--- src/rtl/axi_burst_pkg.sv ---
package axi_burst_pkg;

   localparam int ADDR_W    = 32;
   localparam int DATA_W    = 32;
   localparam int STRB_W    = DATA_W / 8;
   localparam int ID_W      = 4;
   localparam int LEN_W     = 4;
   localparam int MEM_WORDS = 256;

   typedef logic [ADDR_W-1:0] addr_t;
   typedef logic [DATA_W-1:0] data_t;
   typedef logic [STRB_W-1:0] strb_t;
   typedef logic [ID_W-1:0]   id_t;
   typedef logic [LEN_W-1:0]  len_t;
   typedef logic [2:0]        size_t;
   typedef logic [1:0]        burst_t;
   typedef logic [1:0]        resp_t;

   // code 3 is reserved and runs as incr
   localparam burst_t BURST_FIXED = 2'd0;
   localparam burst_t BURST_INCR  = 2'd1;
   localparam burst_t BURST_WRAP  = 2'd2;

   localparam resp_t RESP_OKAY   = 2'd0;
   localparam resp_t RESP_SLVERR = 2'd2;

endpackage

--- src/rtl/burst_addr_gen.sv ---
module burst_addr_gen #(
   parameter axi_burst_pkg::addr_t BASE_ADDR = 32'h0000_0000,
   parameter axi_burst_pkg::addr_t HIGH_ADDR = 32'h0000_02FF
) (
   input  logic                  ACLK,
   input  logic                  ARESETN,
   input  logic                  load,
   input  axi_burst_pkg::addr_t  start_addr,
   input  axi_burst_pkg::len_t   len,
   input  axi_burst_pkg::size_t  size,
   input  axi_burst_pkg::burst_t burst,
   input  logic                  advance,
   output axi_burst_pkg::addr_t  addr,
   output logic                  last,
   output logic                  addr_ok
);

   logic [1:0]           size_c;
   logic                 wrap_len;
   axi_burst_pkg::addr_t ld_step;
   axi_burst_pkg::addr_t ld_span;
   axi_burst_pkg::addr_t ld_mask;
   axi_burst_pkg::addr_t step;
   axi_burst_pkg::addr_t wrap_base;
   axi_burst_pkg::addr_t wrap_mask;
   axi_burst_pkg::len_t  cnt;

   // fixed uses a zero step, incr an all-ones mask
   always_comb
   begin
      size_c   = (size > 3'd2) ? 2'd2 : size[1:0];
      wrap_len = (len == 4'd1) || (len == 4'd3) || (len == 4'd7) || (len == 4'd15);
      ld_span  = (axi_burst_pkg::addr_t'(len) + 1'b1) << size_c;
      ld_step  = (burst == axi_burst_pkg::BURST_FIXED) ? '0 : axi_burst_pkg::addr_t'(1) << size_c;
      ld_mask  = (burst == axi_burst_pkg::BURST_WRAP && wrap_len) ? ld_span - 1'b1 : '1;
   end

   always_ff @(posedge ACLK)
   begin
      if (!ARESETN)
         cnt <= '0;
      else if (load)
         cnt <= len;
      else if (advance && cnt != '0)
         cnt <= cnt - 1'b1;
   end

   always_ff @(posedge ACLK)
   begin
      if (load)
      begin
         addr      <= start_addr;
         step      <= ld_step;
         wrap_mask <= ld_mask;
         wrap_base <= start_addr & ~ld_mask;
      end
      else if (advance)
         addr <= wrap_base | ((addr + step) & wrap_mask);
   end

   assign last    = (cnt == '0);
   assign addr_ok = (addr >= BASE_ADDR) && (addr <= HIGH_ADDR);

endmodule

--- src/rtl/axi_read_ctrl.sv ---
module axi_read_ctrl #(
   parameter axi_burst_pkg::addr_t BASE_ADDR = 32'h0000_0000,
   parameter axi_burst_pkg::addr_t HIGH_ADDR = 32'h0000_02FF
) (
   input  logic                  ACLK,
   input  logic                  ARESETN,
   input  axi_burst_pkg::id_t    arid,
   input  axi_burst_pkg::addr_t  araddr,
   input  axi_burst_pkg::len_t   arlen,
   input  axi_burst_pkg::size_t  arsize,
   input  axi_burst_pkg::burst_t arburst,
   input  logic                  arvalid,
   output logic                  arready,
   output axi_burst_pkg::id_t    rid,
   output axi_burst_pkg::data_t  rdata,
   output axi_burst_pkg::resp_t  rresp,
   output logic                  rlast,
   output logic                  rvalid,
   input  logic                  rready,
   output logic [$clog2(axi_burst_pkg::MEM_WORDS)-1:0] mem_rindex,
   input  axi_burst_pkg::data_t  mem_rdata
);

   localparam int IDX_W = $clog2(axi_burst_pkg::MEM_WORDS);

   localparam logic [1:0] ST_ADDR    = 2'd0;
   localparam logic [1:0] ST_FETCH   = 2'd1;
   localparam logic [1:0] ST_PRESENT = 2'd2;

   logic [1:0]           state;
   logic                 ar_fire;
   logic                 r_fire;
   axi_burst_pkg::addr_t gen_addr;
   logic                 gen_last;
   logic                 gen_ok;

   assign ar_fire = arvalid && arready;
   assign r_fire  = rvalid && rready;

   burst_addr_gen #(
      .BASE_ADDR (BASE_ADDR),
      .HIGH_ADDR (HIGH_ADDR)
   ) i_burst_addr_gen (
      .ACLK       (ACLK),
      .ARESETN    (ARESETN),
      .load       (ar_fire),
      .start_addr (araddr),
      .len        (arlen),
      .size       (arsize),
      .burst      (arburst),
      .advance    (r_fire),
      .addr       (gen_addr),
      .last       (gen_last),
      .addr_ok    (gen_ok)
   );

   always_ff @(posedge ACLK)
   begin
      if (!ARESETN)
      begin
         state   <= ST_ADDR;
         arready <= 1'b0;
         rvalid  <= 1'b0;
         rlast   <= 1'b0;
      end
      else
      begin
         case (state)
            ST_ADDR:
            begin
               arready <= 1'b1;
               if (ar_fire)
               begin
                  arready <= 1'b0;
                  state   <= ST_FETCH;
               end
            end
            ST_FETCH:
            begin
               rvalid <= 1'b1;
               rlast  <= gen_last;
               state  <= ST_PRESENT;
            end
            default:
            begin
               if (r_fire)
               begin
                  rvalid <= 1'b0;
                  rlast  <= 1'b0;
                  if (rlast)
                  begin
                     arready <= 1'b1;
                     state   <= ST_ADDR;
                  end
                  else
                     state <= ST_FETCH;
               end
            end
         endcase
      end
   end

   // beat payload held through the present state
   always_ff @(posedge ACLK)
   begin
      if (ar_fire)
         rid <= arid;
      if (state == ST_FETCH)
      begin
         rdata <= gen_ok ? mem_rdata : '0;
         rresp <= gen_ok ? axi_burst_pkg::RESP_OKAY : axi_burst_pkg::RESP_SLVERR;
      end
   end

   assign mem_rindex = gen_addr[IDX_W+1:2];

endmodule

--- config.mk ---
export PLATFORM = sky130hd
export DESIGN_NAME = axi_read_ctrl
export DESIGN_NICKNAME = d
export VERILOG_FILES = /design/src/rtl/axi_burst_pkg.sv /design/src/rtl/burst_addr_gen.sv /design/src/rtl/axi_read_ctrl.sv
export SDC_FILE = /design/constraint.sdc
export NUM_CORES = 1
export LEC_CHECK = 0
export BUFFER_PORTS_ARGS = -buffer_cell sky130_fd_sc_hd__buf_4
export CORE_MARGIN = 5
export CORE_UTILIZATION = 56
export CTS_CLUSTER_SIZE = 16
export DETAILED_ROUTE_END_ITERATION = 16
export GPL_ROUTABILITY_DRIVEN = 0
export GPL_TIMING_DRIVEN = 0
export MAX_ROUTING_LAYER = met4
export PLACE_DENSITY = 0.81
export SYNTH_ARGS = -nofsm -noshare
export SYNTH_HDL_FRONTEND = slang
export SYNTH_SLANG_ARGS = --single-unit
--- constraint.sdc ---
create_clock -name ACLK -period 4.5 [get_ports ACLK]
set_input_delay 0.9 -clock ACLK [delete_from_list [all_inputs] [get_ports ACLK]]
set_output_delay 0.9 -clock ACLK [all_outputs]
set_load 0.02 [all_outputs]
After elaboration in Yosys (flattened, before gate mapping)
Index checks and enable logic that the tools add are counted.
Storage, ports and cells
  flip-flop bits (word level): 175
  bits of input ports: 81
Cells by class
  $add $sub $neg: 4
  $lt $le $gt $ge: 3
  equal/unequal tests: 7
  shift-type cells: 2
  muxes and demuxes: 18
  bitwise logic cells: 6
  reduce and logical (&&, ||, !) cells: 21
Operators with widths (count)
  32-bit two-way mux: 3
  32-bit AND: 2
  32-bit adder: 1
  32-bit by 1-bit greater-or-equal comparator with 1-bit output (second input constant): 1
  32-bit by 10-bit <= comparator with 1-bit output (second input constant): 1
  32-bit NOT: 1
  32-bit OR: 1
  1-bit by 2-bit left shift with 32-bit output (first input constant): 1
  32-bit by 2-bit left shift with 32-bit output: 1
  32-bit by 1-bit subtractor with 32-bit output (second input constant): 1
  2-bit nonzero test: 5
  2-bit two-way mux: 4
  4-bit two-way mux: 2
  1-bit case mux with 2 select lines: 3
  4-bit by 1-bit adder with 5-bit output (second input constant): 1
  1-bit logical AND: 5
  1-bit two-way mux: 5
  4-bit by 1-bit equality test with 1-bit output (second input constant): 1
  4-bit by 2-bit equality test with 1-bit output (second input constant): 1
  4-bit by 3-bit equality test with 1-bit output (second input constant): 1
  4-bit equality test (second input constant): 1
  2-bit logical NOT: 2
  4-bit logical NOT: 1
  2-bit case mux with 2 select lines: 1
  11 further kinds: 15

Depth between registers and ports, before layout
Gate-level depths: netlist (run 1).
  depth in word-level cells: 8
  mapped depth: 8
  mapped depth without buffers: 8

Cells and area by module
From an unflattened synthesis (run 1), not the netlist that was laid out.
Unflattened totals
  cells, all modules: 571
  area, all modules: 6596.3 sq um
By module, submodules not included
  burst_addr_gen: instances 1, cells an instance 469, area each 4998.5 sq um, seq. area each 2572.5 sq um
  axi_read_ctrl: instances 1, cells an instance 102, area each 1597.8 sq um, seq. area each 1211.2 sq um

Least setup slack after synthesis (run 1)
Ideal clock, no wire load.
  path kind: input to register
  start point: input arvalid
  end point: register i_burst_addr_gen.addr[2], data pin
  arrival time: 3370 ps
  data required time: 4153 ps
  slack: 783 ps
  cell stages on the path: 5
  path buffers: 2
  path through: nand2_1 inv_1 clkbuf_1 clkbuf_1 o21ai_0
On the way
  longest elaborated chain between the ends: 2
RTL lines
  start, declared: RTL line axi_read_ctrl.sv:12  | input logic arvalid,
  1-bit logical AND: RTL line axi_read_ctrl.sv:37  | assign ar_fire = arvalid && arready;
  via ar_fire: RTL line axi_read_ctrl.sv:31  | logic ar_fire;
  32-bit two-way mux: RTL line burst_addr_gen.sv:50  | if (load)
  end signal, assigned: RTL line burst_addr_gen.sv:52  | addr <= start_addr;
  end signal, assigned: RTL line burst_addr_gen.sv:58  | addr <= wrap_base | ((addr + step) & wrap_mask);
  end, declared: RTL line burst_addr_gen.sv:13  | output axi_burst_pkg::addr_t addr,
The timed path passes the listed nets, and every way through them passes these cells.
A chain may end at the register's enable or synchronous reset.

Worst setup path in the final report (run 1)
Same ends and word-level chain as after synthesis.

==> PnR_summary.wiki, run 1 <==
{| class="wikitable"
! Metric !! Value
|-
| Clock Tree Root || clkbuf_16
|-
| Async SR Flop Fraction || 0
|-
| Setup violation total in the final timing report || 0
|-
| TritonCTS sink count || 129
|-
| Total power after layout || 3.27 mW
|-
| FMAX || 349 MHz
|-
| Total Wirelength || 16,600 um
|-
| Area fraction in compound gates after synthesis || 0.103
|-
| Inserted Diodes || 0
|-
| Setup TNS || 0 ps
|-
| First-pass GRT wire length || 26,400 um
|-
| Critical Path Start Type || input port
|-
| Detail Route Antenna Nets || 0
|-
| Final critical delay including setup and external delays || 2860 ps
|-
| Max Cap Violations || 0
|-
| Xor and xnor fraction of the mapped netlist area || 0.0311
|-
| H-tree Lvls || 4
|-
| Die Outline Area || 0.0143 sq mm
|-
| Core Region || 0.0119 sq mm
|-
| Via count of the first global-routing pass || 5,188
|-
| Synthesized-area fraction occupied by and/or/nand/nor cells || 0.216
|-
| Number of antenna violations at the first check in global routing || 0
|-
| Post-Syn Area || 0.00675 sq mm
|-
| Vias per Instance || 5.90
|-
| Later-pin clock latency in the skew report || 420 ps
|-
| Max FO, Critical Path || 64
|-
| Drt initial violations || 464
|-
| Distinct cell type count after synthesis || 77
|-
| Area share of fa/ha/maj cells after synthesis || 0.0178
|-
| Power density cells || 384 mW/mm^2
|-
| Remaining global-route overflow || 0
|-
| Via count || 5,326
|-
| Register bit total from synthesis || 129
|-
| Outcome || completed
|-
| Count of input and output buffers || 128
|-
| Yosys Warn Count || 0
|-
| Final HPWL DP || 11,900 um
|-
| # Post-CTS Setup Buffers || 0
|-
| Multiplexer area fraction after synthesis || 0.0284
|-
| Maximum resistive drop on vdd || 0.000208 V
|-
| Maximum clock path buffer count || 2
|-
| # resized after CTS || 0
|-
| Data required, critical path || 4620 ps
|-
| Max transition margin || 0.357
|-
| Capturing element type of the critical path || register
|-
| Most frequent standard cell in the layout excluding fill and tap cells || buf_4
|-
| First-pass iteration count of the detailed router || 7
|-
| Number of buffers created by CTS || 17
|-
| I/O pin total || 130
|-
| Maximum number of pins on one net before global-route repair || 65
|-
| Worst Hold Margin || 529 ps
|-
| Crit Path Category || in2reg
|-
| Number of standard-cell rows in the floorplan || 40
|-
| Vertical die dimension || 120 um
|-
| Count of flip-flops with a built-in enable after synthesis || 120
|-
| Main combinational cell family by area after synthesis || simple AND/OR/NAND/NOR gates
|-
| Initial cell density of the core || 0.567
|-
| Worst clock skew || 7.48 ps
|-
| Overall Global Routing Usage || 0.241
|-
| Final count of pins violating max slew || 0
|-
| Remaining routing DRC violations || 0
|-
| Wirelength per Cell || 18.4 um
|-
| Worst-Margin Slew || 963 ps
|-
| Unrepaired setup endpoints after global routing || false
|-
| CTS tree || done
|-
| Final hold violations || 0
|-
| Mean cell area of the mapped netlist || 11.3 sq um
|-
| Post-synth top flop || edfxtp_1
|-
| Leakage dissipation || 3.20 nW
|-
| Number of standard cells after synthesis || 595
|-
| Area overhead of the layout relative to synthesis || 26.0%
|-
| Count of nets after finishing || 833
|-
| Chip width || 120 um
|-
| Share of the cycle needed by the critical path after routing || 0.637
|-
| Reg clk slew, reported paths || 60 ps
|-
| Top library cells by usage in the layout, fill and taps aside || buf_4, edfxtp_1, and2_1, nor2_1, nand2_1
|-
| Worst hold path type || reg2reg
|-
| Endpoint arrival time on the critical path || 2990 ps
|-
| Share of cells above drive strength 1 || 0.276
|-
| Sequential cell area fraction in the yosys report || 0.561
|-
| Number of buffers inserted by hold repair at cts || 0
|}
-- per-stage QoR --
step / instance area [sq um] / utilization / cells / setup slack, ps
final: 8510 / 0.714 / 903 / 1640
after floorplan: 6750 / - / 596 / 783
after global routing: 8510 / 0.714 / 903 / 1470
after CTS: 8510 / 0.714 / 903 / 1660
after global placement: 7900 / 0.663 / 871 / -542
after detailed placement: 7910 / 0.664 / 871 / 1210
-- logic make-up after synthesis --
family          Yosys count
simple gates            261
flops                   129
compound gates           98
buf+inv                  53
xor+xnor                 24
mux                      19
fa+ha+maj                 9
other cells               2
-- power breakdown --
part	internal [mW]	total (mW)	switching (mW)	leakage, nW
sequential	1.40	1.45	0.0501	1.13
combinational	0.190	0.444	0.254	1.79
clock	0.864	1.38	0.515	0.280
-- state kept, by name (all words and copies together), names as in the netlist --
signal / count
arready: 1
i_burst_addr_gen.addr: 32
i_burst_addr_gen.cnt: 4
i_burst_addr_gen.step: 4
i_burst_addr_gen.wrap_base: 32
i_burst_addr_gen.wrap_mask: 15
rdata: 32
rid: 4
rlast: 1
rresp: 1
rvalid: 1
state: 2
-- final cells by class --
type | count | area, sq um
tap | 147 | 184
clock inverter | 15 | 169
inverter | 20 | 75.1
clock buffer | 17 | 425
timing repair buffer | 128 | 961
multi-input combinational | 414 | 2700
sequential | 129 | 3780
fill | 842 | 3410
buffer | 33 | 211
-- final timing paths --
check	slack (ps)	endpoint	startpoint	depth (start not counted)
worst min register to register	530	i_burst_addr_gen.cnt[2]$_SDFFE_PN0P_	i_burst_addr_gen.cnt[2]$_SDFFE_PN0P_	2
worst max-delay path	1640	i_burst_addr_gen.addr[2]$_DFFE_PP_	arvalid	6
worst min-delay path	530	i_burst_addr_gen.cnt[2]$_SDFFE_PN0P_	i_burst_addr_gen.cnt[2]$_SDFFE_PN0P_	2
worst max register to register	1800	i_burst_addr_gen.addr[2]$_DFFE_PP_	arready$_SDFFE_PN0P_	5
-- routing by layer --
metal / vias up / track usage / share of wire
met2: 266 / 0.377 / 0.47
met1: 2534 / 0.307 / 0.42
met5: - / - / 0
li1: 2491 / - / -
met4: 0 / 0.0888 / 0.020
met3: 35 / 0.0617 / 0.088
-- cells in the mapped netlist (all sizes together), types with 5 or more instances --
cell type	n	share of area
and3	7	0.0065
o21ai	18	0.013
buf	22	0.025
and4	5	0.0069
xnor2	22	0.029
ha	8	0.015
dfxtp	9	0.027
nand2	50	0.028
edfxtp	120	0.53
nor3b	5	0.0056
clkbuf	11	0.0061
inv	20	0.011
a21oi	19	0.015
nor3	8	0.0059
nor2	53	0.029
o22ai	16	0.015
nor4	19	0.021
nand3	18	0.014
or3	5	0.0046
o211ai	6	0.0074
mux2i	18	0.027
nand4	6	0.0078
and2	63	0.059
a211oi	6	0.0082
-- critical path, stage by stage --
cell and delay [ps]:
buf_4 80, nand2_1 140, inv_1 160, clkbuf_1 600
clkbuf_4 850, o21ai_0 240
Note: power is estimated with default switching activity, not from simulation.
==> run 2, diff against run 1 <==
Settings changed: CORE_UTILIZATION 56 to 51, PLACE_DENSITY 0.81 to 0.77.
Clock period 4.5 ns to 2.4 ns, I/O delays scaled along.
==> run 2 against run 1 <==
Non-clock buffer count did not move. Register-to-register slack worse by 1700 ps. Power rose by 82%. Setup slack worse by 1500 ps. Critical endpoint is now i_burst_addr_gen.addr[16]$_DFFE_PP_. Via count fell by 1.9%. Final cell count rose by 3.2%. Highest routed layer unchanged. Combinational power grew 90%. Core utilization down 6.3 points. First-iteration DRC count is 21% lower. Cell area up 0.10%.
==> PnR_summary.wiki, run 2 (synthesis gave the netlist of run 1 again) <==
{| class="wikitable"
! Metric !! Value
|-
| Outcome || completed
|-
| I/O pin total || 130
|-
| Capturing element type of the critical path || register
|-
| Launch instance of the worst min-delay path || arid[0]
|-
| Final HPWL DP || 12,200 um
|-
| Data required, critical path || 2540 ps
|-
| Endpoint arrival time on the critical path || 2440 ps
|-
| # Post-CTS Setup Buffers || 0
|-
| Critical Path Start Type || register
|-
| Count of non-filler cells in the finished layout || 932
|-
| Max transition margin || 0.350
|-
| Family with the most delay on the worst path || adder cells
|-
| Part of the power in the clock network || 0.403
|-
| Reg2reg path depth || 8
|-
| Number of buffers inserted by hold repair at cts || 0
|-
| Wirelength per Cell || 17.8 um
|-
| Most frequent standard cell in the layout excluding fill and tap cells || buf_4
|-
| Worst clock skew || 13.8 ps
|-
| Reg clk slew, reported paths || 50 ps
|-
| Final critical delay including setup and external delays || 2300 ps
|-
| Register share of total power || 0.456
|-
| Hold Path Depth || 1
|-
| Max FO, Critical Path || 10
|-
| FMAX || 435 MHz
|-
| Number of antenna violations at the first check in global routing || 0
|-
| Register-to-Register Setup Slack || 100 ps
|-
| Area overhead of the layout relative to synthesis || 26.2%
|-
| Leakage dissipation || 3.20 nW
|-
| First-pass GRT wire length || 26,600 um
|-
| Total power after layout || 5.94 mW
|-
| Remaining routing DRC violations || 0
|-
| Cell-by-cell trace of the critical path || ha_1 > fa_1 > a21o_1 > a21oi_1 > buf_4 > nor3_1 > xnor2_1 > o21ai_0
|-
| Cell-internal power || 4.49 mW
|-
| Drt initial violations || 367
|-
| Via count of the first global-routing pass || 5,244
|-
| Net switching fraction of the power || 0.245
|-
| Later-pin clock latency in the skew report || 420 ps
|-
| TritonCTS sink count || 129
|-
| Number of standard-cell rows in the floorplan || 42
|-
| Bufs and invs on worst path || 1
|-
| Switching power || 1.45 mW
|-
| H-tree Lvls || 4
|-
| Detail Route Antenna Nets || 0
|-
| Largest registers ranked by flip-flop count || i_burst_addr_gen.addr x32, i_burst_addr_gen.wrap_base x32, rdata x32
|-
| Capture instance of the worst register-to-register path || i_burst_addr_gen.addr[16]$_DFFE_PP_
|-
| Largest incremental delay on the critical path || 410 ps
|-
| Beginning of the worst register-to-register path || i_burst_addr_gen.addr[0]$_DFFE_PP_
|-
| Clock Tree Root || clkbuf_16
|-
| Final count of pins violating max slew || 0
|-
| Vias per Instance || 5.60
|-
| Count of input and output buffers || 128
|-
| Worst-Margin Slew || 973 ps
|-
| Unrepaired setup endpoints after global routing || false
|-
| Final hold violations || 0
|-
| Die Outline Area || 0.0156 sq mm
|-
| Share of the cycle needed by the critical path after routing || 0.959
|-
| Combinational power share || 0.142
|-
| Worst hold path type || in2reg
|-
| Power density cells || 698 mW/mm^2
|-
| Maximum number of pins on one net before global-route repair || 65
|-
| Overall Global Routing Usage || 0.219
|-
| Cell count after placement || 900
|-
| Core Region || 0.0131 sq mm
|-
| Vertical die dimension || 125 um
|-
| CTS tree || done
|-
| Top library cells by usage in the layout, fill and taps aside || buf_4, edfxtp_1, and2_1, nor2_1, nand2_1
|-
| Setup violation total in the final timing report || 0
|-
| Share of cells above drive strength 1 || 0.270
|-
| Maximum resistive drop on vdd || 0.000425 V
|-
| Number of buffers created by CTS || 17
|-
| Hold worst-path end || rid[0]$_DFFE_PP_
|-
| Total Wirelength || 16,600 um
|-
| Count of nets after finishing || 833
|-
| Crit Path Category || reg2reg
|-
| Via count || 5,223
|-
| Chip width || 125 um
|-
| Max Cap Violations || 0
|-
| Critical-path top delay cell || fa_1
|-
| Maximum clock path buffer count || 2
|-
| First-pass iteration count of the detailed router || 5
|-
| Initial cell density of the core || 0.516
|-
| Filler instances || 1,046
|-
| Remaining global-route overflow || 0
|-
| Inserted Diodes || 0
|}
run 2: cell types whose count changed in the layout (fill, tap and decap cells not counted), sizes merged:
cell      change
bufinv        -1
clkbuf        +7
clkinv        -2
clkinvlp      -4
run 2: how the worst max path moves through the flow:
stage / cells past startpoint / endpoint / slack [ps] / from
finish: 8 / i_burst_addr_gen.addr[16]$_DFFE_PP_ / 100 / i_burst_addr_gen.addr[0]$_DFFE_PP_
global route: 7 / i_burst_addr_gen.addr[21]$_DFFE_PP_ / 9 / i_burst_addr_gen.addr[1]$_DFFE_PP_
CTS: 7 / i_burst_addr_gen.addr[21]$_DFFE_PP_ / 7 / i_burst_addr_gen.addr[1]$_DFFE_PP_
detailed placement: 6 / i_burst_addr_gen.addr[2]$_DFFE_PP_ / -500 / arvalid
global placement: 5 / i_burst_addr_gen.addr[8]$_DFFE_PP_ / -880 / arvalid
floorplan: 2 / rdata[0]$_SDFFCE_PP0P_ / 10 / state[1]$_SDFFE_PN0P_
run 2: final cells by class:
cell class / instances / area [sq um] / area share
buffer: 33 / 226 / 0.0266
clock buffer: 24 / 452 / 0.0530
clock inverter: 8 / 87.6 / 0.0103
inverter: 20 / 75.1 / 0.00882
multi-input combinational: 414 / 2710 / 0.318
sequential: 129 / 3780 / 0.444
tap: 176 / 220 / 0.0259
timing repair buffer: 128 / 961 / 0.113
run 2: power by group through the flow:
| stage | combinational, mW | clock [mW] | sequential (mW) |
|---|---|---|---|
| 3_3_place_gp | 0.799 | 0 | 2.75 |
| 4_1_cts | 0.834 | 2.43 | 2.71 |
| 6_report | 0.842 | 2.39 | 2.71 |
| 2_1_floorplan | 0.466 | 0 | 2.77 |
| 5_1_grt | 0.914 | 2.55 | 2.72 |
| 3_5_place_dp | 0.828 | 0 | 2.75 |
run 2: layer usage:
layer  vias to the layer above  wire length, um  track usage
met3                        38             1410       0.0597
met1                      2434             7020        0.273
met2                       265             7700        0.337
met4                         0              437       0.0976
li1                       2486                -            -
met5                         -                0            -
run 2: repair_timing:
| action | 4_1_cts | 5_1_grt |
|---|---|---|
| gates resized for setup | 2 | 9 |
| endpoints found under the setup margin | 94 | 55 |
| cloned | 0 | 0 |
run 2: stage by stage:
stage	util	hold WS [ps]	area (sq um)	TNS (ps)	worst slack, ps
after floorplan	-	471	6750	0	14.4
after global placement	0.606	484	7940	-93130	-876
after detailed placement	0.607	513	7950	-36960	-498
after CTS	0.649	227	8500	0	6.59
after global routing	0.651	221	8510	0	9.04
final	0.651	244	8510	0	98.8
