$ cat src/rtl/axi_burst_pkg.sv
package axi_burst_pkg;

   localparam int ADDR_W    = 32;
   localparam int DATA_W    = 32;
   localparam int STRB_W    = DATA_W / 8;
   localparam int ID_W      = 4;
   localparam int LEN_W     = 4;
   localparam int MEM_WORDS = 256;

   typedef logic [ADDR_W-1:0] addr_t;
   typedef logic [DATA_W-1:0] data_t;
   typedef logic [STRB_W-1:0] strb_t;
   typedef logic [ID_W-1:0]   id_t;
   typedef logic [LEN_W-1:0]  len_t;
   typedef logic [2:0]        size_t;
   typedef logic [1:0]        burst_t;
   typedef logic [1:0]        resp_t;

   // code 3 is reserved and runs as incr
   localparam burst_t BURST_FIXED = 2'd0;
   localparam burst_t BURST_INCR  = 2'd1;
   localparam burst_t BURST_WRAP  = 2'd2;

   localparam resp_t RESP_OKAY   = 2'd0;
   localparam resp_t RESP_SLVERR = 2'd2;

endpackage

$ cat src/rtl/burst_addr_gen.sv
module burst_addr_gen #(
   parameter axi_burst_pkg::addr_t BASE_ADDR = 32'h0000_0000,
   parameter axi_burst_pkg::addr_t HIGH_ADDR = 32'h0000_02FF
) (
   input  logic                  ACLK,
   input  logic                  ARESETN,
   input  logic                  load,
   input  axi_burst_pkg::addr_t  start_addr,
   input  axi_burst_pkg::len_t   len,
   input  axi_burst_pkg::size_t  size,
   input  axi_burst_pkg::burst_t burst,
   input  logic                  advance,
   output axi_burst_pkg::addr_t  addr,
   output logic                  last,
   output logic                  addr_ok
);

   logic [1:0]           size_c;
   logic                 wrap_len;
   axi_burst_pkg::addr_t ld_step;
   axi_burst_pkg::addr_t ld_span;
   axi_burst_pkg::addr_t ld_mask;
   axi_burst_pkg::addr_t step;
   axi_burst_pkg::addr_t wrap_base;
   axi_burst_pkg::addr_t wrap_mask;
   axi_burst_pkg::len_t  cnt;

   // fixed uses a zero step, incr an all-ones mask
   always_comb
   begin
      size_c   = (size > 3'd2) ? 2'd2 : size[1:0];
      wrap_len = (len == 4'd1) || (len == 4'd3) || (len == 4'd7) || (len == 4'd15);
      ld_span  = (axi_burst_pkg::addr_t'(len) + 1'b1) << size_c;
      ld_step  = (burst == axi_burst_pkg::BURST_FIXED) ? '0 : axi_burst_pkg::addr_t'(1) << size_c;
      ld_mask  = (burst == axi_burst_pkg::BURST_WRAP && wrap_len) ? ld_span - 1'b1 : '1;
   end

   always_ff @(posedge ACLK)
   begin
      if (!ARESETN)
         cnt <= '0;
      else if (load)
         cnt <= len;
      else if (advance && cnt != '0)
         cnt <= cnt - 1'b1;
   end

   always_ff @(posedge ACLK)
   begin
      if (load)
      begin
         addr      <= start_addr;
         step      <= ld_step;
         wrap_mask <= ld_mask;
         wrap_base <= start_addr & ~ld_mask;
      end
      else if (advance)
         addr <= wrap_base | ((addr + step) & wrap_mask);
   end

   assign last    = (cnt == '0);
   assign addr_ok = (addr >= BASE_ADDR) && (addr <= HIGH_ADDR);

endmodule

$ cat src/rtl/axi_write_ctrl.sv
module axi_write_ctrl #(
   parameter axi_burst_pkg::addr_t BASE_ADDR = 32'h0000_0000,
   parameter axi_burst_pkg::addr_t HIGH_ADDR = 32'h0000_02FF
) (
   input  logic                  ACLK,
   input  logic                  ARESETN,
   input  axi_burst_pkg::id_t    awid,
   input  axi_burst_pkg::addr_t  awaddr,
   input  axi_burst_pkg::len_t   awlen,
   input  axi_burst_pkg::size_t  awsize,
   input  axi_burst_pkg::burst_t awburst,
   input  logic                  awvalid,
   output logic                  awready,
   input  axi_burst_pkg::data_t  wdata,
   input  axi_burst_pkg::strb_t  wstrb,
   input  logic                  wvalid,
   output logic                  wready,
   output axi_burst_pkg::id_t    bid,
   output axi_burst_pkg::resp_t  bresp,
   output logic                  bvalid,
   input  logic                  bready,
   output logic                  mem_we,
   output logic [$clog2(axi_burst_pkg::MEM_WORDS)-1:0] mem_windex,
   output axi_burst_pkg::data_t  mem_wdata,
   output axi_burst_pkg::strb_t  mem_wstrb
);

   localparam int IDX_W = $clog2(axi_burst_pkg::MEM_WORDS);

   localparam logic [1:0] ST_ADDR = 2'd0;
   localparam logic [1:0] ST_DATA = 2'd1;
   localparam logic [1:0] ST_RESP = 2'd2;

   logic [1:0]           state;
   logic                 err;
   logic                 aw_fire;
   logic                 w_fire;
   axi_burst_pkg::addr_t gen_addr;
   logic                 gen_last;
   logic                 gen_ok;

   assign aw_fire = awvalid && awready;
   assign w_fire  = wvalid && wready;

   burst_addr_gen #(
      .BASE_ADDR (BASE_ADDR),
      .HIGH_ADDR (HIGH_ADDR)
   ) i_burst_addr_gen (
      .ACLK       (ACLK),
      .ARESETN    (ARESETN),
      .load       (aw_fire),
      .start_addr (awaddr),
      .len        (awlen),
      .size       (awsize),
      .burst      (awburst),
      .advance    (w_fire),
      .addr       (gen_addr),
      .last       (gen_last),
      .addr_ok    (gen_ok)
   );

   always_ff @(posedge ACLK)
   begin
      if (!ARESETN)
      begin
         state   <= ST_ADDR;
         awready <= 1'b0;
         wready  <= 1'b0;
         bvalid  <= 1'b0;
         err     <= 1'b0;
      end
      else
      begin
         case (state)
            ST_ADDR:
            begin
               awready <= 1'b1;
               if (aw_fire)
               begin
                  awready <= 1'b0;
                  wready  <= 1'b1;
                  err     <= 1'b0;
                  state   <= ST_DATA;
               end
            end
            ST_DATA:
            begin
               if (w_fire)
               begin
                  if (!gen_ok)
                     err <= 1'b1;
                  // beat count ends the burst
                  if (gen_last)
                  begin
                     wready <= 1'b0;
                     bvalid <= 1'b1;
                     state  <= ST_RESP;
                  end
               end
            end
            default:
            begin
               if (bready)
               begin
                  bvalid  <= 1'b0;
                  awready <= 1'b1;
                  state   <= ST_ADDR;
               end
            end
         endcase
      end
   end

   always_ff @(posedge ACLK)
   begin
      if (aw_fire)
         bid <= awid;
   end

   assign bresp = err ? axi_burst_pkg::RESP_SLVERR : axi_burst_pkg::RESP_OKAY;

   // out-of-window beats are dropped
   assign mem_we     = w_fire && gen_ok;
   assign mem_windex = gen_addr[IDX_W+1:2];
   assign mem_wdata  = wdata;
   assign mem_wstrb  = wstrb;

endmodule

$ cat config.mk
export PLATFORM = sky130hd
export DESIGN_NAME = axi_write_ctrl
export DESIGN_NICKNAME = d
export VERILOG_FILES = /design/src/rtl/axi_burst_pkg.sv /design/src/rtl/burst_addr_gen.sv /design/src/rtl/axi_write_ctrl.sv
export SDC_FILE = /design/constraint.sdc
export NUM_CORES = 1
export LEC_CHECK = 0
export BUFFER_PORTS_ARGS = -buffer_cell sky130_fd_sc_hd__buf_2
export CORE_MARGIN = 4
export CORE_UTILIZATION = 45
export CTS_CLUSTER_SIZE = 30
export DETAILED_ROUTE_END_ITERATION = 8
export GPL_TIMING_DRIVEN = 0
export PLACE_DENSITY = 0.73
export SLEW_MARGIN = 10
export SYNTH_ARGS = -nofsm -noshare
export SYNTH_HDL_FRONTEND = slang
export SYNTH_SLANG_ARGS = --single-unit
$ cat constraint.sdc
create_clock -name ACLK -period 4.55 [get_ports ACLK]
set_clock_uncertainty 0.2 [all_clocks]
set_input_delay 0.91 -clock ACLK [delete_from_list [all_inputs] [get_ports ACLK]]
set_output_delay 0.91 -clock ACLK [all_outputs]
set_load 0.03 [all_outputs]
# After elaboration in Yosys (flattened, before gate mapping)

Cells that the tools add are included.

Add/subtract/negate cells: 4
Order comparisons: 3
Equal/unequal tests: 10
Shifts and indexed selects: 2
Mux-type cells: 27
Bitwise logic cells: 6
Reductions and logical operators: 24

Operator list:

| operator                                                                              | count |
|---|---|
| 32-bit 2-to-1 mux                                                                     | 3 |
| 32-bit bitwise AND                                                                    | 2 |
| 32-bit adder                                                                          | 1 |
| 32-bit by 1-bit greater-or-equal comparator with 1-bit output (second input constant) | 1 |
| 32-bit by 10-bit less-or-equal comparator with 1-bit output (second input constant)   | 1 |
| 32-bit inverter                                                                       | 1 |
| 32-bit OR                                                                             | 1 |
| 1-bit by 2-bit left shift with 32-bit output (first input constant)                   | 1 |
| 32-bit by 2-bit left shift with 32-bit output                                         | 1 |
| 32-bit by 1-bit subtractor with 32-bit output (second input constant)                 | 1 |
| 4-bit AND reduction                                                                   | 4 |
| 2-bit 2-to-1 mux                                                                      | 6 |
| 1-bit 2-to-1 mux                                                                      | 11 |
| 2-bit nonzero test                                                                    | 5 |
| 4-bit 2-to-1 mux                                                                      | 2 |
| 1-bit case mux with 2 select lines                                                    | 4 |
| 1-bit logical AND                                                                     | 6 |
| 2-bit inequality test (second input constant)                                         | 3 |
| 4-bit by 1-bit adder with 5-bit output (second input constant)                        | 1 |
| 4-bit by 1-bit equality test with 1-bit output (second input constant)                | 1 |
| 4-bit by 2-bit equality test with 1-bit output (second input constant)                | 1 |
| 4-bit by 3-bit equality test with 1-bit output (second input constant)                | 1 |
| 4-bit equality test (second input constant)                                           | 1 |
| 2-bit logical NOT                                                                     | 2 |
| other kinds (12)                                                                      | 15 |

Register bits: 142
Input port bits: 86
Output and inout bits: 54
Word-level logic and storage cells: 87

# Depth between registers and ports, before layout

Gate-level depths: netlist of run 1.

Depth after elaboration: 8
Gate-level depth with buffers: 8
Mapped depth without buffers: 7

# Cells and area by module

A second synthesis of run 1 with hierarchy kept.

Cells, all modules: 543
Area, all modules: 5,719.2 µm²

Modules (own cells, without submodules):

| module         | instances | cells an instance | area an instance (µm²) | seq. area each (µm²) |
|---|---|---|---|---|
| burst_addr_gen | 1         | 469               | 4,998.5                | 2,572.5 |
| axi_write_ctrl | 1         | 74                | 720.7                  | 240.2 |

# Least setup slack after synthesis of run 1

OpenSTA, ideal clock, no wires.

Path type: in2reg
From: input awvalid
To: register i_burst_addr_gen.addr[5], data pin
Setup time: 0.349 ns
Data arrival time: 3.091 ns
Data required time: 4.001 ns
Path slack: 0.909 ns
Cell stages on the path: 4
Path buffers: 1
Path through: nand2_1 > clkinv_1 > clkbuf_1 > a22oi_1

Word-level cells in the longest chain between the ends: 2

RTL lines:

| item                 | RTL line             | source |
|---|---|---|
| from (decl)          | axi_write_ctrl.sv:12 | `input logic awvalid,` |
| 1-bit logical AND    | axi_write_ctrl.sv:42 | `assign aw_fire = awvalid && awready;` |
| net aw_fire          | axi_write_ctrl.sv:36 | `logic aw_fire;` |
| 32-bit 2-to-1 mux    | burst_addr_gen.sv:50 | `if (load)` |
| to (signal assigned) | burst_addr_gen.sv:52 | `addr <= start_addr;` |
| to (signal assigned) | burst_addr_gen.sv:58 | `addr <= wrap_base \| ((addr + step) & wrap_mask);` |
| to (decl)            | burst_addr_gen.sv:13 | `output axi_burst_pkg::addr_t addr,` |

The timed path passes the listed nets, and every way through them passes these cells.
A chain may end at the register's enable or synchronous reset.

# Worst setup path in the final report of run 1

From: input awlen[1]
To: register i_burst_addr_gen.wrap_mask[28], data pin

Word-level cells in the longest chain between the ends: 6
Elaborated cells between the ends (all ways): 12
Those cells by class: 2 x add/sub; 4 x eq/ne; 1 x shift; 1 x mux; 4 x reduce/logical

RTL lines:

| item                                                                                                  | RTL line             | source |
|---|---|---|
| from (decl)                                                                                           | axi_write_ctrl.sv:9  | `input axi_burst_pkg::len_t awlen,` |
| parallel branches: the longest is 5 deep, another holds 32-bit by 1-bit subtractor with 32-bit output | n/a                  |  |
| 32-bit 2-to-1 mux *                                                                                   | burst_addr_gen.sv:35 | `ld_mask = (burst == axi_burst_pkg::BURST_WRAP && wrap_len) ? ld_span - 1'b1 : '1;` |
| to (signal assigned)                                                                                  | burst_addr_gen.sv:54 | `wrap_mask <= ld_mask;` |
| to (decl)                                                                                             | burst_addr_gen.sv:25 | `axi_burst_pkg::addr_t wrap_mask;` |

Mark *: on every way between the ends.

==> results of run 1 <==
power by group through the flow:
stage | registers (mW) | clock network, mW | logic [mW]
finish | 1.08 | 0.769 | 0.388
global route | 1.08 | 0.813 | 0.425
CTS | 1.08 | 0.777 | 0.390
detailed placement | 1.10 | 0 | 0.388
global placement | 1.10 | 0 | 0.380
floorplan | 1.09 | 0 | 0.267
registers in the layout, summed over array words and instances, names as in the netlist:
signal,flops
awready,1
state,2
bid,4
i_burst_addr_gen.wrap_base,32
bvalid,1
i_burst_addr_gen.step,4
i_burst_addr_gen.cnt,4
err,1
i_burst_addr_gen.wrap_mask,15
i_burst_addr_gen.addr,32
wready,1
cells by family after synthesis:
family,Yosys count
AOI/OAI and AO/OA,88
xor gates and xnor gates,27
adders and majority gates,9
buffers and inverters,88
DFF,97
muxes,10
other,2
and+or+nand+nor,233
placed cells by master (no fill, tap or decap), types with 3 or more instances in the layout:
master,n
buf_2,102
edfxtp_1,87
nor2_1,59
buf_4,46
nand2_1,42
and2_1,27
xnor2_1,25
o21ai_0,21
a21oi_1,19
nand3_1,19
clkbuf_1,17
nor4_1,17
inv_1,16
nor3_1,16
o22ai_1,15
nand4_1,13
dfxtp_1,10
mux2i_1,9
clkbuf_16,9
ha_1,8
and3_1,7
nand2b_1,5
o211a_1,5
o211ai_1,5
nor2b_1,4
and4_1,4
buf_1,4
a211oi_1,4
nor3b_1,4
clkinv_1,3
conb_1,3
clkinvlp_4,3
per-stage QoR:
stage	power [mW]	instance area (um^2)	hold WS (ps)	instances
final	2.23	6600	317	839
after global routing	2.32	6600	368	839
after CTS	2.24	6600	319	839
after detailed placement	1.48	6310	301	823
after global placement	1.48	6300	291	823
after floorplan	1.36	5590	273	555
layout make-up:
| cell class | instances | area, um^2 | area share (%) |
|---|---|---|---|
| clock buffers | 9 | 225 | 3.41 |
| repair buffers | 100 | 500 | 7.58 |
| inverters | 17 | 63.8 | 0.967 |
| clock inverters | 7 | 68.8 | 1.04 |
| well taps | 168 | 210 | 3.18 |
| flip-flops and latches | 97 | 2810 | 42.6 |
| multi-input cells | 370 | 2270 | 34.3 |
| plain buffers | 71 | 453 | 6.86 |
worst paths after layout:
| check | start | endpoint | slack (ps) |
|---|---|---|---|
| max | awlen[1] | i_burst_addr_gen.wrap_mask[28]$_DFFE_PP_ | 1150 |
| min | bvalid$_SDFFE_PN0P_ | bvalid$_SDFFE_PN0P_ | 320 |
| min reg2reg | bvalid$_SDFFE_PN0P_ | bvalid$_SDFFE_PN0P_ | 320 |
| max reg2reg | i_burst_addr_gen.addr[0]$_DFFE_PP_ | i_burst_addr_gen.addr[4]$_DFFE_PP_ | 1610 |
worst max-delay path, stage by stage:
cell      delay (ps)
buf_2            150
inv_1             60
ha_1             390
and2_1           200
clkbuf_1         190
o211a_1          200
nor2_1           700
clkbuf_1         410
inv_1             80
routing by layer:
layer	track usage [%]	up-vias	wire length (um)
li1	-	2192	-
met2	30.4	191	6430
met1	27.8	2148	6230
met3	4.08	17	1140
met5	0	-	0
met4	7.37	0	292
==> impl_metrics.tcl, run 1 <==
set metrics [dict create \
    status "finished clean" \
    crit_type "in -> reg" \
    die_x_um 119 \
    synthMuxAreaShare_pct 1.88 \
    cts_setup_buffers 0 \
    post-route-drc-count 0 \
    finalSetupViolCount 0 \
    setup_tns_ps 0 \
    synthSimpleGateAreaFrac_pct 21.8 \
    synth_flop_cell "edfxtp_1" \
    core-area_mm2 0.0121 \
    yosys.area.top_type "edfxtp_1" \
    grt_first_pass_wirelength_um 22300 \
    synth_xor_area_share_pct 4.23 \
    p_leak_nw 2.55 \
    power_density_mw_per_mm2 338 \
    yosys.area_share.adder_pct 2.15 \
    num_vias 4548 \
    cp_data_arrival_time_ps 3290 \
    cap_violations 0 \
    p_seq_share_pct 48.2 \
    synth_top_family_by_area "simple AND/OR/NAND/NOR gates" \
    io_pins 140 \
    postRouteWirelength_um 14100 \
    post-place-ws_ps 808 \
    grt_max_degree 65 \
    rsz0062_at_grt "no" \
    cts_resized 0 \
    critPathCaptureType "register" \
    cts_hold_buf 0 \
    nNetsFinal 761 \
    hold_path_depth 2 \
    final_hold_viol_count 0 \
    grt_pass1_vias 4461 \
    drive_gt1_share_pct 26.1 \
    syn_inst 554 \
    p_sw_mw 0.629 \
    worst_pin_slew_ps 910 \
    die-area_mm2 0.0143 \
    ys_ff_latch 97 \
    synth_enable_flop_cells 87 \
    die_h_um 119 \
    antenna_found_initial 0 \
    reg2regPathDepth 8 \
    synth.most_common_cell "edfxtp_1" \
    clk_latency_ps 350 \
    timing.final.crit_share_pct 74.6 \
    p_clk_share_pct 34.4 \
    hp-class "reg -> reg" \
    clk_root_buffer_cell "clkbuf_16" \
    drv_slew 0 \
    ys_types 62 \
    clkTransAtPathRegs_ps 70 \
    post_drt_wl_per_cell_um 16.8 \
    synthArstFlopShare_pct 0 \
    std_cell_rows 40 \
    peakVddDrop_mv 0.177 \
    gp_congestion 0.890 \
    initial_core_util_pct 46.3 \
    relSlewSlack_pct 39.1 \
    overflow 0 \
    drt_iter0_markers 392 \
    nFillCells 1085 \
    pwr-share-comb_pct 17.3 \
    synthesis.area_mm2 0.00559 \
    cts-buffers-inserted 9 \
    synth_seq_area_share_pct 50.4 \
    fmax_mhz 294 \
    viasPerCell 5.42 \
    cts.path.max_buffers 2 \
    crit_fanout 10 \
    yosys_warnings 0 \
    synth_compound_area_share_pct 10.3 \
    syn_area_per_cell_um2 10.1 \
    switching_share_pct 28.2 \
    netlist.area_leader.share_pct 46.8 \
    synthTopCellsByArea "edfxtp_1, buf_4, nor2_1" \
    internal_power_mw 1.60 \
    area_growth_pct 18.2 \
    cp-start-kind "input port" \
    grt_use_total_pct 19.9 \
    cts.sinks 97 \
    ant_nets 0 \
    post-route-util_pct 54.7 \
    htree_levels 3 \
    synth_common_cells "edfxtp_1, nor2_1, buf_4, nand2_1, and2_1" \
    fin_crit_ps 3400 \
    firstDrtPassIters 5 \
    cts_tree "yes" \
    detailed_place_hpwl_um 10100 \
    setup_ws_ps 1150 \
    diodes 0 \
    port_buffers 100 \
    cp.required_ps 4450 \
]
Power figures use the tool's default switching activity.
==> inputs of run 2 (changes only) <==
ABC_AREA = 1   (was not set)
clock period = 3.46 ns   (was 4.55 ns; I/O delays follow)
==> run 2 against run 1 <==
Sequential share of layout area decreased by 1.8 points; flip-flop and latch count did not move; global-route usage is 0.60 points lower; clock power is 37% higher; first-iteration DRC count is 25% lower; total power grew 37%; critical path depth shrank 3; worst setup slack got worse by 330 ps.
==> impl_metrics.tcl, run 2 <==
set metrics [dict create \
    status "finished clean" \
    stdcell_area_mm2 0.00689 \
    setup_ws_ps 824 \
    holdPathEnd "bvalid$_SDFFE_PN0P_" \
    synthMuxAreaShare_pct 0 \
    final_hold_viol_count 0 \
    finalSetupViolCount 0 \
    rsz0062_at_grt "no" \
    cts_tree "yes" \
    drt_iter0_markers 295 \
    nNetsFinal 916 \
    initial_core_util_pct 46.1 \
    yosys.area_share.adder_pct 2.06 \
    diodes 0 \
    dp_cells 982 \
    die_h_um 122 \
    cp.required_ps 2570 \
    cap_violations 0 \
    detailed_place_hpwl_um 10800 \
    synth_common_cells "nand2_1, nor2_1, inv_1, edfxtp_1, nand3_1" \
    yosys.area.top_type "edfxtp_1" \
    ys_ff_latch 97 \
    synthesis.area_mm2 0.00582 \
    nFillCells 1199 \
    placed_area_mm2 0.00658 \
    die_x_um 122 \
    post-place-ws_ps 639 \
    antenna_found_initial 0 \
    peakVddDrop_mv 0.225 \
    syn_inst 706 \
    synth_flop_cell "edfxtp_1" \
    r2r_end "i_burst_addr_gen.addr[25]$_DFFE_PP_" \
    cts_hold_buf 0 \
    relSlewSlack_pct 43.0 \
    synth_seq_area_share_pct 48.3 \
    cts.sinks 97 \
    worst_pin_slew_ps 852 \
    hp-class "reg -> reg" \
    cts-buffers-inserted 9 \
    synth.most_common_cell "nand2_1" \
    grt_use_total_pct 19.3 \
    hold_start "bvalid$_SDFFE_PN0P_" \
    synth_compound_area_share_pct 8.23 \
    synth_xor_area_share_pct 0.451 \
    drive_gt1_share_pct 25.0 \
    die-area_mm2 0.0148 \
    synthTopCellsByArea "edfxtp_1, nand2_1, nor2_1" \
    yosys_warnings 0 \
    clkTransAtPathRegs_ps 60 \
    grt_first_pass_wirelength_um 22300 \
    port_buffers 102 \
    ant_nets 0 \
    area_growth_pct 18.3 \
    cts.path.max_buffers 2 \
    post-route-drc-count 0 \
    p_total_mw 3.06 \
    register_area_mm2 0.00281 \
    fin_hold_ws_ps 251 \
    postRouteWirelength_um 14100 \
    timing.final.crit_share_pct 76.2 \
    cp_data_arrival_time_ps 1740 \
    io_pins 140 \
    synth_top_family_by_area "simple AND/OR/NAND/NOR gates" \
    reg2regPathDepth 10 \
    cts_resized 0 \
    setup_tns_ps 0 \
    drv_slew 0 \
    worstReg2RegStart "i_burst_addr_gen.addr[2]$_DFFE_PP_" \
    fin_cells 997 \
    fmax_mhz 379 \
    multiInputGateArea_mm2 0.00222 \
    syn_area_per_cell_um2 8.25 \
    grt_pass1_vias 4568 \
    cp-start-kind "register" \
    synth_enable_flop_cells 87 \
    final_cell_mix "nand2_1, nor2_1, buf_2, inv_1, edfxtp_1" \
    htree_levels 3 \
    clk_root_buffer_cell "clkbuf_16" \
    power_density_mw_per_mm2 444 \
    r2r_setup_slack_ps 1000 \
    crit_type "reg -> out" \
    critPathCaptureType "output pin" \
    overflow 0 \
    post-route-util_pct 54.6 \
    largestRegisters "i_burst_addr_gen.addr x32, i_burst_addr_gen.wrap_base x32, i_burst_addr_gen.wrap_mask x15" \
    viasPerCell 4.94 \
    firstDrtPassIters 5 \
    hold_path_depth 2 \
    num_vias 4927 \
    gp_congestion 0.969 \
    crit_fanout 5 \
    synthSimpleGateAreaFrac_pct 27.1 \
    std_cell_rows 41 \
    ys_types 38 \
    synthArstFlopShare_pct 0 \
    p_leak_nw 3.07 \
    grt_max_degree 39 \
    post_drt_wl_per_cell_um 14.1 \
    final_common_cell "nand2_1" \
    fin_crit_ps 2640 \
    core-area_mm2 0.0126 \
    cts_setup_buffers 0 \
    netlist.area_leader.share_pct 44.9 \
    clk_latency_ps 340 \
]
[run 2: cell types whose count changed after synthesis, sizes merged, moves of 7 or more]
| cell | change |
|---|---|
| nand2 | +90 |
| inv | +84 |
| nor2 | +69 |
| nand3 | +50 |
| and2 | -28 |
| xnor2 | -25 |
| nor4 | -19 |
| o22ai | -15 |
| a22oi | +12 |
| clkbuf | -11 |
| a21oi | +10 |
| mux2i | -9 |
| and3 | -7 |
[run 2: cell type report]
type,count,area share (%)
plain buffers,58,6.11
clock buffers,9,3.27
clock inverters,6,1.20
inverters,101,5.51
multi-input cells,451,32.2
flip-flops and latches,97,40.9
well taps,172,3.13
repair buffers,103,7.70
[run 2: power by group]
part	switching [mW]	total (mW)	leakage, nW	internal [mW]
clock	0.422	1.05	0.153	0.627
sequential	0.0537	1.43	0.855	1.37
combinational	0.379	0.578	2.06	0.199
total	0.855	3.06	3.07	2.20
[run 2: how the worst max path moves through the flow]
stage / startpoint / end / slack [ps] / depth (start not counted)
2_1_floorplan: awvalid / i_burst_addr_gen.addr[16]$_DFFE_PP_ / 770 / 5
3_3_place_gp: awvalid / i_burst_addr_gen.cnt[3]$_SDFFE_PN0P_ / 100 / 8
3_5_place_dp: awvalid / i_burst_addr_gen.cnt[3]$_SDFFE_PN0P_ / 640 / 8
4_1_cts: i_burst_addr_gen.addr[9]$_DFFE_PP_ / mem_we / 830 / 6
5_1_grt: i_burst_addr_gen.addr[9]$_DFFE_PP_ / mem_we / 710 / 6
6_report: i_burst_addr_gen.addr[9]$_DFFE_PP_ / mem_we / 820 / 6
[run 2: cells by family after synthesis]
logic type	after synthesis
adder cells (fa/ha/maj)	9
XOR/XNOR	3
AO/OA/AOI/OAI	81
flip-flops	97
buffers and inverters	159
AND/OR/NAND/NOR	355
other	2
[run 2: routing by layer]
layer  share of wire (%)  GRT usage, %
met5                   0             0
met4                 2.0          7.91
met3                 6.9          3.11
met2                  46          30.3
met1                  45          26.6
[run 2: worst max-delay path, stage by stage, from the launching register on]
cell	delay (ps)
edfxtp_1	480
nand2_1	180
nand3_1	90
nor2_1	130
nand3_1	190
nor2_1	120
buf_2	200
==> inputs of run 3 (changes only) <==
PLACE_DENSITY = 0.76   (was 0.73)
clock period = 2.3 ns   (was 3.46 ns; I/O delays follow)
==> run 3 against run 2 <==
Count of clock-buffer cells in the layout up 1; total power rose by 58%; die area is the same; via count is 3.6% higher; critical path depth stayed put; combinational power rose by 63%; global-route usage grew 0.53 points.
==> impl_metrics.tcl, run 3 (synthesis gave the netlist of run 2 again) <==
set metrics [dict create \
    cts_hold_buf 0 \
    post-place-ws_ps -345 \
    r2r_end "i_burst_addr_gen.addr[11]$_DFFE_PP_" \
    final_hold_viol_count 0 \
    die_x_um 122 \
    drv_slew 0 \
    antenna_found_initial 0 \
    timing.final.crit_share_pct 99.4 \
    drt_iter0_markers 344 \
    initial_core_util_pct 46.1 \
    critPathCaptureType "output pin" \
    worstReg2RegStart "i_burst_addr_gen.addr[1]$_DFFE_PP_" \
    die_h_um 122 \
    clkTransAtPathRegs_ps 70 \
    finalSetupViolCount 0 \
    cp_data_arrival_time_ps 1630 \
    cts.sinks 97 \
    placed_area_mm2 0.00656 \
    drive_gt1_share_pct 29.4 \
    ant_nets 0 \
    fmax_mhz 437 \
    post-route-drc-count 0 \
    grt_use_met3_pct 3.53 \
    grt_use_met1_pct 27.7 \
    multiInputGateArea_mm2 0.00233 \
    area_growth_pct 22.7 \
    holdPathEnd "bid[3]$_DFFE_PP_" \
    overflow 0 \
    p_total_mw 4.81 \
    top_usage_layer "met2" \
    post-route-util_pct 56.6 \
    power_density_mw_per_mm2 674 \
    detailed_place_hpwl_um 11000 \
    hold_path_depth 1 \
    clk_root_buffer_cell "clkbuf_16" \
    core-area_mm2 0.0126 \
    io_pins 140 \
    final_common_cell "nand2_1" \
    nFillCells 1191 \
    path_depth 6 \
    grt_first_pass_wirelength_um 22800 \
    largestRegisters "i_burst_addr_gen.addr x32, i_burst_addr_gen.wrap_base x32, i_burst_addr_gen.wrap_mask x15" \
    path_cells "nor2_1 > nand3_1 > nor2_2 > nand3_4 > nor2_4 > buf_6" \
    hold_start "awid[3]" \
    viasPerCell 5.04 \
    critical_path_buf_inv_count 1 \
    crit_fanout 4 \
    htree_levels 3 \
    r2r_setup_slack_ps 110 \
    hp-class "in -> reg" \
    cp-start-kind "register" \
    grtUsageMet2_pct 31.9 \
    fin_crit_ps 2290 \
    post_drt_wl_per_cell_um 14.7 \
    setup_tns_ps 0 \
    fin_hold_ws_ps 82.5 \
    die-area_mm2 0.0148 \
    reg2regPathDepth 7 \
    setup_ws_ps 13.4 \
    grt_max_degree 65 \
    p_leak_nw 3.15 \
    cts.path.max_buffers 2 \
    cts_tree "yes" \
    rsz0062_at_grt "yes" \
    postRouteWirelength_um 14900 \
    diodes 0 \
    gp_congestion 0.958 \
    fin_cells 1013 \
    firstDrtPassIters 5 \
    slowest_delay_ps 450 \
    worst_pin_slew_ps 686 \
    relSlewSlack_pct 54.2 \
    std_cell_rows 41 \
    cts-buffers-inserted 9 \
    clk_latency_ps 350 \
    cap_violations 0 \
    num_vias 5103 \
    crit_type "reg -> out" \
    stdcell_area_mm2 0.00715 \
    dp_cells 981 \
    path_delay_family "simple AND/OR/NAND/NOR gates" \
    nNetsFinal 932 \
    grt_pass1_vias 4558 \
    status "finished clean" \
    cp_slowest_cell "edfxtp_1" \
    grt_use_total_pct 19.8 \
    register_area_mm2 0.00281 \
    port_buffers 102 \
    peakVddDrop_mv 0.451 \
    final_cell_mix "nand2_1, buf_2, nor2_1, inv_1, edfxtp_1" \
    cp.required_ps 1640 \
]
[run 3: changes by cell type in the layout (fill, tap and decap cells not counted), sizes merged]
cell    delta
buf       +16
bufinv     +1
clkbuf     +1
clkinv     -2
[run 3: worst max path at each step]
stage | start | end
6_report | i_burst_addr_gen.addr[26]$_DFFE_PP_ | mem_we
4_1_cts | i_burst_addr_gen.addr[29]$_DFFE_PP_ | mem_we
3_5_place_dp | awvalid | i_burst_addr_gen.addr[28]$_DFFE_PP_
3_3_place_gp | awvalid | i_burst_addr_gen.addr[28]$_DFFE_PP_
5_1_grt | awready$_SDFFE_PN0P_ | i_burst_addr_gen.addr[28]$_DFFE_PP_
2_1_floorplan | awlen[1] | i_burst_addr_gen.wrap_mask[23]$_DFFE_PP_
[run 3: cell type report]
cell class / instances / share of cell area [%]
Buffer: 58 / 6.01
Tap cell: 172 / 3.01
Clock inverter: 5 / 1.45
Inverter: 101 / 5.31
Timing Repair Buffer: 119 / 9.05
Multi-Input combinational cell: 451 / 32.6
Clock buffer: 10 / 3.20
Sequential cell: 97 / 39.4
[run 3: worst register-to-register path: cells and delay by family, from the launching register on]
kind            cells  cell delay, ps
flops               1             440
fa+ha+maj           1             320
compound gates      3             620
simple gates        3             360
[run 3: where the power goes]
group          internal [mW]  switching, mW
registers               2.07         0.0754
clock network           1.06          0.670
logic                  0.339          0.601
[run 3: repair_timing]
item                                    CTS  global route
gates cloned                              0             0
pin swaps                                 0             5
buffers inserted                          5            12
endpoints found under the setup margin   75            27
endpoints found under the hold margin     0             0
gates resized for setup                   8            30
[run 3: routing by layer]
metal,share of wire (%),vias to the layer above
met1,44,2348
met4,1.7,0
met2,47,190
met3,7.0,21
met5,0,-
li1,-,2544
